<file path="src/include/ex_cfg.svh">
// Execute stage configuration
// Datapath widths and multiplier redundancy
`ifndef EX_CFG_SVH
`define EX_CFG_SVH

////////////////////////////////////////
// Datapath
////////////////////////////////////////

// Operand and result width
`define EX_XLEN 32
// Register file address width
`define EX_RADDR_W 6

////////////////////////////////////////
// Multiplier redundancy
////////////////////////////////////////

// Redundant multiplier copies feeding the voter
`define EX_MULT_COPIES 3
// Replica word, result plus multicycle, mulh_active and ready
`define EX_VOTE_W (`EX_XLEN + 3)

`endif

</file>
<file path="src/rtl/ex_pkg.sv">
// Execute stage types
// Operator encodings shared by the ALU, multiplier and stage top
package ex_pkg;

  // ALU operators, compare group at the end
  typedef enum logic [3:0] {
    ALU_ADD  = 4'd0,
    ALU_SUB  = 4'd1,
    ALU_AND  = 4'd2,
    ALU_OR   = 4'd3,
    ALU_XOR  = 4'd4,
    ALU_SLL  = 4'd5,
    ALU_SRL  = 4'd6,
    ALU_SRA  = 4'd7,
    ALU_SLT  = 4'd8,
    ALU_SLTU = 4'd9,
    ALU_EQ   = 4'd10,
    ALU_NE   = 4'd11,
    ALU_LT   = 4'd12,
    ALU_GE   = 4'd13
  } alu_op_e;

  // Multiplier operators
  // Only MUL_L completes in one cycle
  typedef enum logic [1:0] {
    MUL_L   = 2'd0,
    MUL_H   = 2'd1,
    MUL_HU  = 2'd2,
    MUL_HSU = 2'd3
  } mul_op_e;

endpackage

</file>
<file path="src/rtl/ex_alu.sv">
// Integer ALU, combinational
// Arithmetic, logic, shifts, set-less-than and branch compare
`timescale 1ns/1ps
`include "ex_cfg.svh"

module ex_alu (
  input  ex_pkg::alu_op_e     operator_i,
  input  logic [`EX_XLEN-1:0] operand_a_i,
  input  logic [`EX_XLEN-1:0] operand_b_i,
  output logic [`EX_XLEN-1:0] result_o,
  output logic                cmp_result_o
);

  logic [4:0] shamt;
  logic       lt_signed;
  logic       lt_unsigned;
  logic       equal;
  logic       cmp_bit;

  // Shift amount from the low bits of operand b
  assign shamt = operand_b_i[4:0];

  // Shared comparators
  assign lt_signed   = $signed(operand_a_i) < $signed(operand_b_i);
  assign lt_unsigned = operand_a_i < operand_b_i;
  assign equal       = operand_a_i == operand_b_i;

  ////////////////////////////////////////
  // Branch comparison
  ////////////////////////////////////////

  always_comb begin
    cmp_bit = 1'b0;
    case (operator_i)
      ex_pkg::ALU_EQ: cmp_bit = equal;
      ex_pkg::ALU_NE: cmp_bit = ~equal;
      ex_pkg::ALU_LT: cmp_bit = lt_signed;
      ex_pkg::ALU_GE: cmp_bit = ~lt_signed;
      default:        cmp_bit = 1'b0;
    endcase
  end

  // Non-compare operators leave the decision low
  assign cmp_result_o = cmp_bit;

  ////////////////////////////////////////
  // Result mux
  ////////////////////////////////////////

  always_comb begin
    result_o = '0;
    case (operator_i)
      ex_pkg::ALU_ADD:  result_o = operand_a_i + operand_b_i;
      ex_pkg::ALU_SUB:  result_o = operand_a_i - operand_b_i;
      ex_pkg::ALU_AND:  result_o = operand_a_i & operand_b_i;
      ex_pkg::ALU_OR:   result_o = operand_a_i | operand_b_i;
      ex_pkg::ALU_XOR:  result_o = operand_a_i ^ operand_b_i;
      ex_pkg::ALU_SLL:  result_o = operand_a_i << shamt;
      ex_pkg::ALU_SRL:  result_o = operand_a_i >> shamt;
      ex_pkg::ALU_SRA:  result_o = $signed(operand_a_i) >>> shamt;
      // Set-less-than gives 0 or 1
      ex_pkg::ALU_SLT:  result_o = {{(`EX_XLEN-1){1'b0}}, lt_signed};
      ex_pkg::ALU_SLTU: result_o = {{(`EX_XLEN-1){1'b0}}, lt_unsigned};
      // Compare group returns the decision bit zero-extended
      ex_pkg::ALU_EQ,
      ex_pkg::ALU_NE,
      ex_pkg::ALU_LT,
      ex_pkg::ALU_GE:   result_o = {{(`EX_XLEN-1){1'b0}}, cmp_bit};
      default:          result_o = '0;
    endcase
  end

endmodule

</file>
<file path="src/rtl/ex_mult.sv">
// Single multiplier copy
// Low product in one cycle, high products over two cycles
`timescale 1ns/1ps
`include "ex_cfg.svh"

module ex_mult (
  input  logic                clk,
  input  logic                rst_n,
  input  logic                enable_i,
  input  ex_pkg::mul_op_e     operator_i,
  input  logic [`EX_XLEN-1:0] op_a_i,
  input  logic [`EX_XLEN-1:0] op_b_i,
  input  logic                ex_ready_i,
  output logic [`EX_XLEN-1:0] result_o,
  output logic                multicycle_o,
  output logic                mulh_active_o,
  output logic                ready_o
);

  typedef enum logic {
    ST_IDLE,
    ST_FINISH
  } state_e;

  state_e                       state_q;
  state_e                       state_d;
  logic                         sign_a;
  logic                         sign_b;
  logic                         start_high;
  logic signed [`EX_XLEN:0]     op_a_ext;
  logic signed [`EX_XLEN:0]     op_b_ext;
  logic signed [2*`EX_XLEN-1:0] prod_full;
  logic [`EX_XLEN-1:0]          prod_hi_q;

  // Signedness per operator
  assign sign_a = (operator_i == ex_pkg::MUL_H) || (operator_i == ex_pkg::MUL_HSU);
  assign sign_b = operator_i == ex_pkg::MUL_H;

  // One extra bit lets a single signed multiply cover all three modes
  assign op_a_ext  = {sign_a & op_a_i[`EX_XLEN-1], op_a_i};
  assign op_b_ext  = {sign_b & op_b_i[`EX_XLEN-1], op_b_i};
  assign prod_full = op_a_ext * op_b_ext;

  // High product request seen while idle
  assign start_high = (state_q == ST_IDLE) && enable_i && (operator_i != ex_pkg::MUL_L);

  ////////////////////////////////////////
  // Control FSM
  ////////////////////////////////////////

  always_comb begin
    state_d       = state_q;
    result_o      = prod_full[`EX_XLEN-1:0];
    multicycle_o  = 1'b0;
    mulh_active_o = 1'b0;
    ready_o       = 1'b1;
    case (state_q)
      ST_IDLE: begin
        if (start_high) begin
          // First cycle, product is being captured
          mulh_active_o = 1'b1;
          ready_o       = 1'b0;
          state_d       = ST_FINISH;
        end
      end
      ST_FINISH: begin
        result_o     = prod_hi_q;
        multicycle_o = 1'b1;
        // Hold the high half until the stage moves on
        if (ex_ready_i) begin
          state_d = ST_IDLE;
        end
      end
      default: state_d = ST_IDLE;
    endcase
  end

  always_ff @(posedge clk or negedge rst_n) begin
    if (!rst_n) begin
      state_q <= ST_IDLE;
    end else begin
      state_q <= state_d;
    end
  end

  // Upper half of the product, the only part returned later
  always_ff @(posedge clk or negedge rst_n) begin
    if (!rst_n) begin
      prod_hi_q <= '0;
    end else if (start_high) begin
      prod_hi_q <= prod_full[2*`EX_XLEN-1:`EX_XLEN];
    end
  end

endmodule

</file>
<file path="src/rtl/ex_mult_tmr.sv">
// Triplicated multiplier with majority voter
// Raw replica words stay visible for fault monitoring
`timescale 1ns/1ps
`include "ex_cfg.svh"

module ex_mult_tmr (
  input  logic                  clk,
  input  logic                  rst_n,
  input  logic                  enable_i,
  input  ex_pkg::mul_op_e       operator_i,
  input  logic [`EX_XLEN-1:0]   op_a_i,
  input  logic [`EX_XLEN-1:0]   op_b_i,
  input  logic                  ex_ready_i,
  output logic [`EX_XLEN-1:0]   result_o,
  output logic                  multicycle_o,
  output logic                  ready_o,
  output logic [`EX_VOTE_W-1:0] replica_0_o,
  output logic [`EX_VOTE_W-1:0] replica_1_o,
  output logic [`EX_VOTE_W-1:0] replica_2_o
);

  logic [`EX_XLEN-1:0]   copy_result [`EX_MULT_COPIES];
  logic                  copy_multicycle [`EX_MULT_COPIES];
  logic                  copy_mulh_active [`EX_MULT_COPIES];
  logic                  copy_ready [`EX_MULT_COPIES];
  logic [`EX_VOTE_W-1:0] copy_word [`EX_MULT_COPIES];
  logic [`EX_VOTE_W-1:0] voted_word;

  for (genvar i = 0; i < `EX_MULT_COPIES; i++) begin : g_copy
    ex_mult u_mult (
      .clk          (clk),
      .rst_n        (rst_n),
      .enable_i     (enable_i),
      .operator_i   (operator_i),
      .op_a_i       (op_a_i),
      .op_b_i       (op_b_i),
      .ex_ready_i   (ex_ready_i),
      .result_o     (copy_result[i]),
      .multicycle_o (copy_multicycle[i]),
      .mulh_active_o(copy_mulh_active[i]),
      .ready_o      (copy_ready[i])
    );
    // Status bits sit below the result
    assign copy_word[i] = {copy_result[i], copy_multicycle[i], copy_mulh_active[i],
                           copy_ready[i]};
  end

  assign replica_0_o = copy_word[0];
  assign replica_1_o = copy_word[1];
  assign replica_2_o = copy_word[2];

  ////////////////////////////////////////
  // Majority voter
  ////////////////////////////////////////

  always_comb begin
    if (copy_word[0] == copy_word[1]) begin
      voted_word = copy_word[0];
    end else if (copy_word[1] == copy_word[2]) begin
      voted_word = copy_word[1];
    end else if (copy_word[0] == copy_word[2]) begin
      voted_word = copy_word[0];
    end else begin
      // No majority, force a stalled zero result
      voted_word = '0;
    end
  end

  // mulh_active travels in bit 1 only to take part in the vote
  assign result_o     = voted_word[`EX_VOTE_W-1:3];
  assign multicycle_o = voted_word[2];
  assign ready_o      = voted_word[0];

endmodule

</file>
<file path="src/rtl/ex_stage.sv">
// Integer execute stage top
// ALU, voted multiplier, forwarding mux, load write-back register, stall logic
`timescale 1ns/1ps
`include "ex_cfg.svh"

module ex_stage (
  input  logic                   clk,
  input  logic                   rst_n,
  // ALU
  input  ex_pkg::alu_op_e        alu_operator_i,
  input  logic [`EX_XLEN-1:0]    alu_operand_a_i,
  input  logic [`EX_XLEN-1:0]    alu_operand_b_i,
  input  logic [`EX_XLEN-1:0]    alu_operand_c_i,
  input  logic                   alu_en_i,
  // Multiplier
  input  ex_pkg::mul_op_e        mult_operator_i,
  input  logic [`EX_XLEN-1:0]    mult_operand_a_i,
  input  logic [`EX_XLEN-1:0]    mult_operand_b_i,
  input  logic                   mult_en_i,
  // CSR and LSU
  input  logic                   csr_access_i,
  input  logic [`EX_XLEN-1:0]    csr_rdata_i,
  input  logic                   lsu_en_i,
  input  logic [`EX_XLEN-1:0]    lsu_rdata_i,
  input  logic                   lsu_ready_ex_i,
  input  logic                   lsu_err_i,
  // Control from ID and WB
  input  logic                   branch_in_ex_i,
  input  logic [`EX_RADDR_W-1:0] regfile_alu_waddr_i,
  input  logic                   regfile_alu_we_i,
  input  logic [`EX_RADDR_W-1:0] regfile_waddr_i,
  input  logic                   regfile_we_i,
  input  logic                   wb_ready_i,
  // Forwarding port
  output logic [`EX_XLEN-1:0]    regfile_alu_wdata_fw_o,
  output logic [`EX_RADDR_W-1:0] regfile_alu_waddr_fw_o,
  output logic                   regfile_alu_we_fw_o,
  // Load write-back port
  output logic [`EX_XLEN-1:0]    regfile_wdata_wb_o,
  output logic [`EX_RADDR_W-1:0] regfile_waddr_wb_o,
  output logic                   regfile_we_wb_o,
  // Branch, multiplier status, stall
  output logic [`EX_XLEN-1:0]    jump_target_o,
  output logic                   branch_decision_o,
  output logic                   mult_multicycle_o,
  output logic [`EX_VOTE_W-1:0]  mult_out_0_o,
  output logic [`EX_VOTE_W-1:0]  mult_out_1_o,
  output logic [`EX_VOTE_W-1:0]  mult_out_2_o,
  output logic                   ex_ready_o,
  output logic                   ex_valid_o
);

  logic [`EX_XLEN-1:0]    alu_result;
  logic                   alu_cmp_result;
  logic [`EX_XLEN-1:0]    mult_result;
  logic                   mult_ready;
  logic                   lsu_we_next;
  logic                   regfile_we_lsu;
  logic [`EX_RADDR_W-1:0] regfile_waddr_lsu;

  ex_alu u_alu (
    .operator_i  (alu_operator_i),
    .operand_a_i (alu_operand_a_i),
    .operand_b_i (alu_operand_b_i),
    .result_o    (alu_result),
    .cmp_result_o(alu_cmp_result)
  );

  ex_mult_tmr u_mult_tmr (
    .clk         (clk),
    .rst_n       (rst_n),
    .enable_i    (mult_en_i),
    .operator_i  (mult_operator_i),
    .op_a_i      (mult_operand_a_i),
    .op_b_i      (mult_operand_b_i),
    .ex_ready_i  (ex_ready_o),
    .result_o    (mult_result),
    .multicycle_o(mult_multicycle_o),
    .ready_o     (mult_ready),
    .replica_0_o (mult_out_0_o),
    .replica_1_o (mult_out_1_o),
    .replica_2_o (mult_out_2_o)
  );

  ////////////////////////////////////////
  // Forwarding write port
  ////////////////////////////////////////

  // Priority CSR, then multiplier, then ALU
  always_comb begin
    regfile_alu_wdata_fw_o = '0;
    if (alu_en_i) begin
      regfile_alu_wdata_fw_o = alu_result;
    end
    if (mult_en_i) begin
      regfile_alu_wdata_fw_o = mult_result;
    end
    if (csr_access_i) begin
      regfile_alu_wdata_fw_o = csr_rdata_i;
    end
  end

  assign regfile_alu_waddr_fw_o = regfile_alu_waddr_i;
  assign regfile_alu_we_fw_o    = regfile_alu_we_i;

  // Branch resolution
  assign branch_decision_o = alu_cmp_result;
  assign jump_target_o     = alu_operand_c_i;

  ////////////////////////////////////////
  // Load write-back register
  ////////////////////////////////////////

  // Faulting loads never write
  assign lsu_we_next = regfile_we_i & ~lsu_err_i;

  always_ff @(posedge clk or negedge rst_n) begin
    if (!rst_n) begin
      regfile_we_lsu    <= 1'b0;
      regfile_waddr_lsu <= '0;
    end else if (ex_valid_o) begin
      regfile_we_lsu <= lsu_we_next;
      if (lsu_we_next) begin
        regfile_waddr_lsu <= regfile_waddr_i;
      end
    end else if (wb_ready_i) begin
      // WB drained with nothing new, drop the write
      regfile_we_lsu <= 1'b0;
    end
  end

  assign regfile_we_wb_o    = regfile_we_lsu;
  assign regfile_waddr_wb_o = regfile_waddr_lsu;
  // Load data arrives straight from the LSU
  assign regfile_wdata_wb_o = lsu_rdata_i;

  ////////////////////////////////////////
  // Stall and valid
  ////////////////////////////////////////

  // Branches finish in EX without waiting on WB
  assign ex_ready_o = (mult_ready & lsu_ready_ex_i & wb_ready_i) | branch_in_ex_i;
  assign ex_valid_o = (alu_en_i | mult_en_i | csr_access_i | lsu_en_i)
                      & mult_ready & lsu_ready_ex_i & wb_ready_i;

endmodule

</file>
<file path="config.mk">
export PLATFORM = sky130hd
export DESIGN_NAME = ex_stage
export DESIGN_NICKNAME = d
export VERILOG_FILES = /design/src/rtl/ex_pkg.sv /design/src/rtl/ex_alu.sv /design/src/rtl/ex_mult.sv /design/src/rtl/ex_mult_tmr.sv /design/src/rtl/ex_stage.sv
export VERILOG_INCLUDE_DIRS = /design/src /design/src/include
export SDC_FILE = /design/constraint.sdc
export NUM_CORES = 2
export LEC_CHECK = 0
export ABC_AREA = 1
export CAP_MARGIN = 10
export CORE_UTILIZATION = 56
export CTS_CLUSTER_SIZE = 40
export DETAILED_ROUTE_END_ITERATION = 10
export DONT_BUFFER_PORTS = 1
export HOLD_SLACK_MARGIN = 0.08
export MAX_ROUTING_LAYER = met4
export PLACE_DENSITY = 0.71
export SLEW_MARGIN = 5
export SYNTH_ARGS = -nofsm -noshare
export SYNTH_HDL_FRONTEND = slang
export SYNTH_SLANG_ARGS = --single-unit
</file>
<file path="constraint.sdc">
create_clock -name clk -period 12.5 [get_ports clk]
set_clock_uncertainty 0.1 [all_clocks]
set_input_delay 0 -clock clk [delete_from_list [all_inputs] [get_ports clk]]
set_output_delay 0 -clock clk [all_outputs]
set_load 0.1 [all_outputs]
</file>
==> results_dict.tcl <==
set metrics [dict create \
    cp_num_buf_inv 7 \
    setup_violations 0 \
    most_common_cell_after_layout_fill_and_taps_aside "sky130_fd_sc_hd__nand2_1" \
    regToRegSetupSlack_ps 6330 \
    share_of_flip_flops_with_an_asynchronous_set_or_reset_after_synthesis 1.00 \
    cp-endpoint "regfile_alu_wdata_fw_o[0]" \
    finalCritPeriodShare 0.790 \
    synth.ff_latch_count 106 \
    die_height_um 318 \
    place_congestion 1.08 \
    cap_viol_max_count 0 \
    worst-r2r-cell-count 24 \
    global_route.overflow_total 0 \
    cts_buffer_depth 2 \
    slowest_stage "sky130_fd_sc_hd__a21oi_2" \
    cts-root-buf "sky130_fd_sc_hd__clkbuf_16" \
    cells_after_synth 7760 \
    synth_enable_flop_cells 0 \
    post_route_cells_drive_above_1_share 0.0377 \
    area_growth_syn_to_layout_pct 2.93 \
    ys_types 63 \
    post_route_antenna_net_violation_count 0 \
    cts.sink_count 106 \
    cp.arrival_ps 9780 \
    yosys_warning_count 0 \
    post_synth.cell_area_avg_um2 7.19 \
    dieWidth_um 318 \
    cts_setup_buffers 0 \
    crit_end_element "output port" \
    timing.final.crit_period_ps 9880 \
    critical_path.max_fanout 32 \
    final-hold-violation-count 0 \
    postSynth.topFlopCell "sky130_fd_sc_hd__dfrtp_1" \
    status "finished clean" \
    floorplan.die_area_mm2 0.101 \
    cts_tree "done" \
    cell_family_with_most_cp_delay "adder cells" \
    detail_route.first_pass.iterations 6 \
    grt_setup_unrepaired "false" \
    clk_latency_ps 360 \
    pin_count_of_the_biggest_net_entering_global_routing 107 \
    critical_path.most_common_cell "sky130_fd_sc_hd__nand2_1" \
    critical_path.startpoint "mult_operand_b_i[0]" \
    htree_num_levels 3 \
    layout.cells.most_common_list "sky130_fd_sc_hd__nand2_1 (2141), sky130_fd_sc_hd__inv_1 (1861), sky130_fd_sc_hd__fa_1 (1127)" \
    max_clock_freq_mhz 101 \
    cts_made_buffers 9 \
    clkTransAtPathRegs_ps 70 \
    worst_ep_required_time_ps 12400 \
    num_rows 115 \
    logic_depth_of_the_worst_setup_path_including_buffers 35 \
    synth.cell_area_mm2 0.0558 \
    timing.critical_path.from_type "input pin" \
    total_drc_errors_in_the_routed_layout 0 \
    grt_util_all_layers 0.446 \
    max_stage_delay_ps 950 \
    timing_worst_setup_path_type "input pin to output port" \
    max_slew.worst_pin.slew_ps 1300 \
    initial_utilization 0.566 \
    num_vias 50685 \
    layout.core_utilization 0.582 \
    grt_first_pass_wirelength_um 326000 \
    routed_wirelength_um 215000 \
    syn-num-nets 9450 \
    numPortBuffers 0 \
    critical_path.reg2reg.endpoint "regfile_waddr_wb_o[5]" \
    io_pins 473 \
    synth.yosys.seq_area_share 0.0476 \
    vias_per_cell 5.77 \
    grt_pass1_vias 52040 \
    totalNegativeSetupSlack_ps 0 \
    design.core.area_mm2 0.0986 \
    number_of_antenna_violations_at_the_first_check_in_global_routing 7 \
    slew-limit-headroom 0.126 \
    crit-reg2reg-launch "u_mult_tmr.g_copy[2].u_mult.state_q" \
    drtIter0Drc 5218 \
    finalNetCount 9166 \
    dp_hpwl_um 174000 \
    drt-wirelength-per-cell_um 24.5 \
    hold_class "input pin to async pin" \
    slew_viol_final 0 \
]
-- through the flow --
step | instances | area, um^2 | hold slack [ps] | worst slack, ps
4_1_cts | 8768 | 57400 | 106 | 2780
3_5_place_dp | 8658 | 56100 | -394 | 2800
3_3_place_gp | 8658 | 56100 | -393 | 2900
5_1_grt | 8777 | 57400 | 186 | 2230
6_report | 8778 | 57400 | 137 | 2620
2_1_floorplan | 7760 | 55800 | -396 | 1950
-- flip-flops by register name (all words and copies together), names as in the netlist --
name                                flops
u_mult_tmr.g_copy.u_mult.prod_hi_q     96
u_mult_tmr.g_copy.u_mult.state_q        3
regfile_we_wb_o                         1
regfile_waddr_wb_o                      6
-- cell type report --
| class | instances | area, um^2 |
|---|---|---|
| Fill cell | 9439 | 41200 |
| Sequential cell | 106 | 2660 |
| Tap cell | 1287 | 1610 |
| Clock inverter | 4 | 51.3 |
| Timing Repair Buffer | 177 | 1580 |
| Clock buffer | 12 | 236 |
| Inverter | 1874 | 7030 |
| Multi-Input combinational cell | 5308 | 44200 |
| Antenna cell | 10 | 25.0 |
-- logic make-up after synthesis --
group | synth area share
simple gates | 0.209
buf+inv | 0.164
fa+ha+maj | 0.474
compound gates | 0.0874
flops | 0.0476
xor+xnor | 0.0159
mux | 0.00197
-- metal layers --
layer / global-route usage / vias up / routed length [um]
li1: - / 22213 / -
met1: 0.537 / 24734 / 78200
met2: 0.693 / 2997 / 98400
met3: 0.0908 / 741 / 22200
met4: 0.269 / 0 / 16200
met5: - / - / 0
-- what timing repair did --
item / CTS / global route
hold buffers: 94 / 0
gates resized for setup: 0 / 0
endpoints found under the hold margin: 187 / 0
-- synthesized netlist by cell type (11+ instances only) --
master	number	share of area
sky130_fd_sc_hd__nand3_1	245	0.022
sky130_fd_sc_hd__mux2i_1	11	0.0020
sky130_fd_sc_hd__inv_1	1864	0.13
sky130_fd_sc_hd__o22ai_1	23	0.0026
sky130_fd_sc_hd__buf_1	19	0.0013
sky130_fd_sc_hd__fa_1	1127	0.40
sky130_fd_sc_hd__a21oi_1	281	0.025
sky130_fd_sc_hd__o21a_1	17	0.0023
sky130_fd_sc_hd__buf_2	14	0.0013
sky130_fd_sc_hd__clkbuf_1	354	0.024
sky130_fd_sc_hd__nor3_1	25	0.0022
sky130_fd_sc_hd__xnor2_1	42	0.0066
sky130_fd_sc_hd__o21ai_0	338	0.030
sky130_fd_sc_hd__a31oi_1	20	0.0022
sky130_fd_sc_hd__nor2_1	314	0.021
sky130_fd_sc_hd__nand4_1	52	0.0058
sky130_fd_sc_hd__xor2_1	59	0.0093
sky130_fd_sc_hd__dfrtp_1	106	0.048
sky130_fd_sc_hd__nand2_1	2141	0.14
sky130_fd_sc_hd__o211ai_1	23	0.0031
sky130_fd_sc_hd__buf_4	83	0.011
sky130_fd_sc_hd__o21ai_1	53	0.0048
sky130_fd_sc_hd__or2_2	74	0.0083
sky130_fd_sc_hd__a221oi_1	17	0.0027
sky130_fd_sc_hd__a21o_1	11	0.0015
sky130_fd_sc_hd__ha_1	309	0.069
-- worst min path at each step --
stage / startpoint / to / cells after the start
finish: rst_n / regfile_waddr_wb_o[0] / 2
floorplan: rst_n / regfile_waddr_wb_o[0] / 0
global route: rst_n / regfile_waddr_wb_o[0] / 2
CTS: lsu_ready_ex_i / u_mult_tmr.g_copy[1].u_mult.state_q / 5
global placement: rst_n / u_mult_tmr.g_copy[2].u_mult.prod_hi_q[2] / 0
detailed placement: rst_n / u_mult_tmr.g_copy[2].u_mult.prod_hi_q[2] / 0
Power is not shown: default switching activity piles up to over one toggle a cycle in this logic, so the estimate is an artifact.
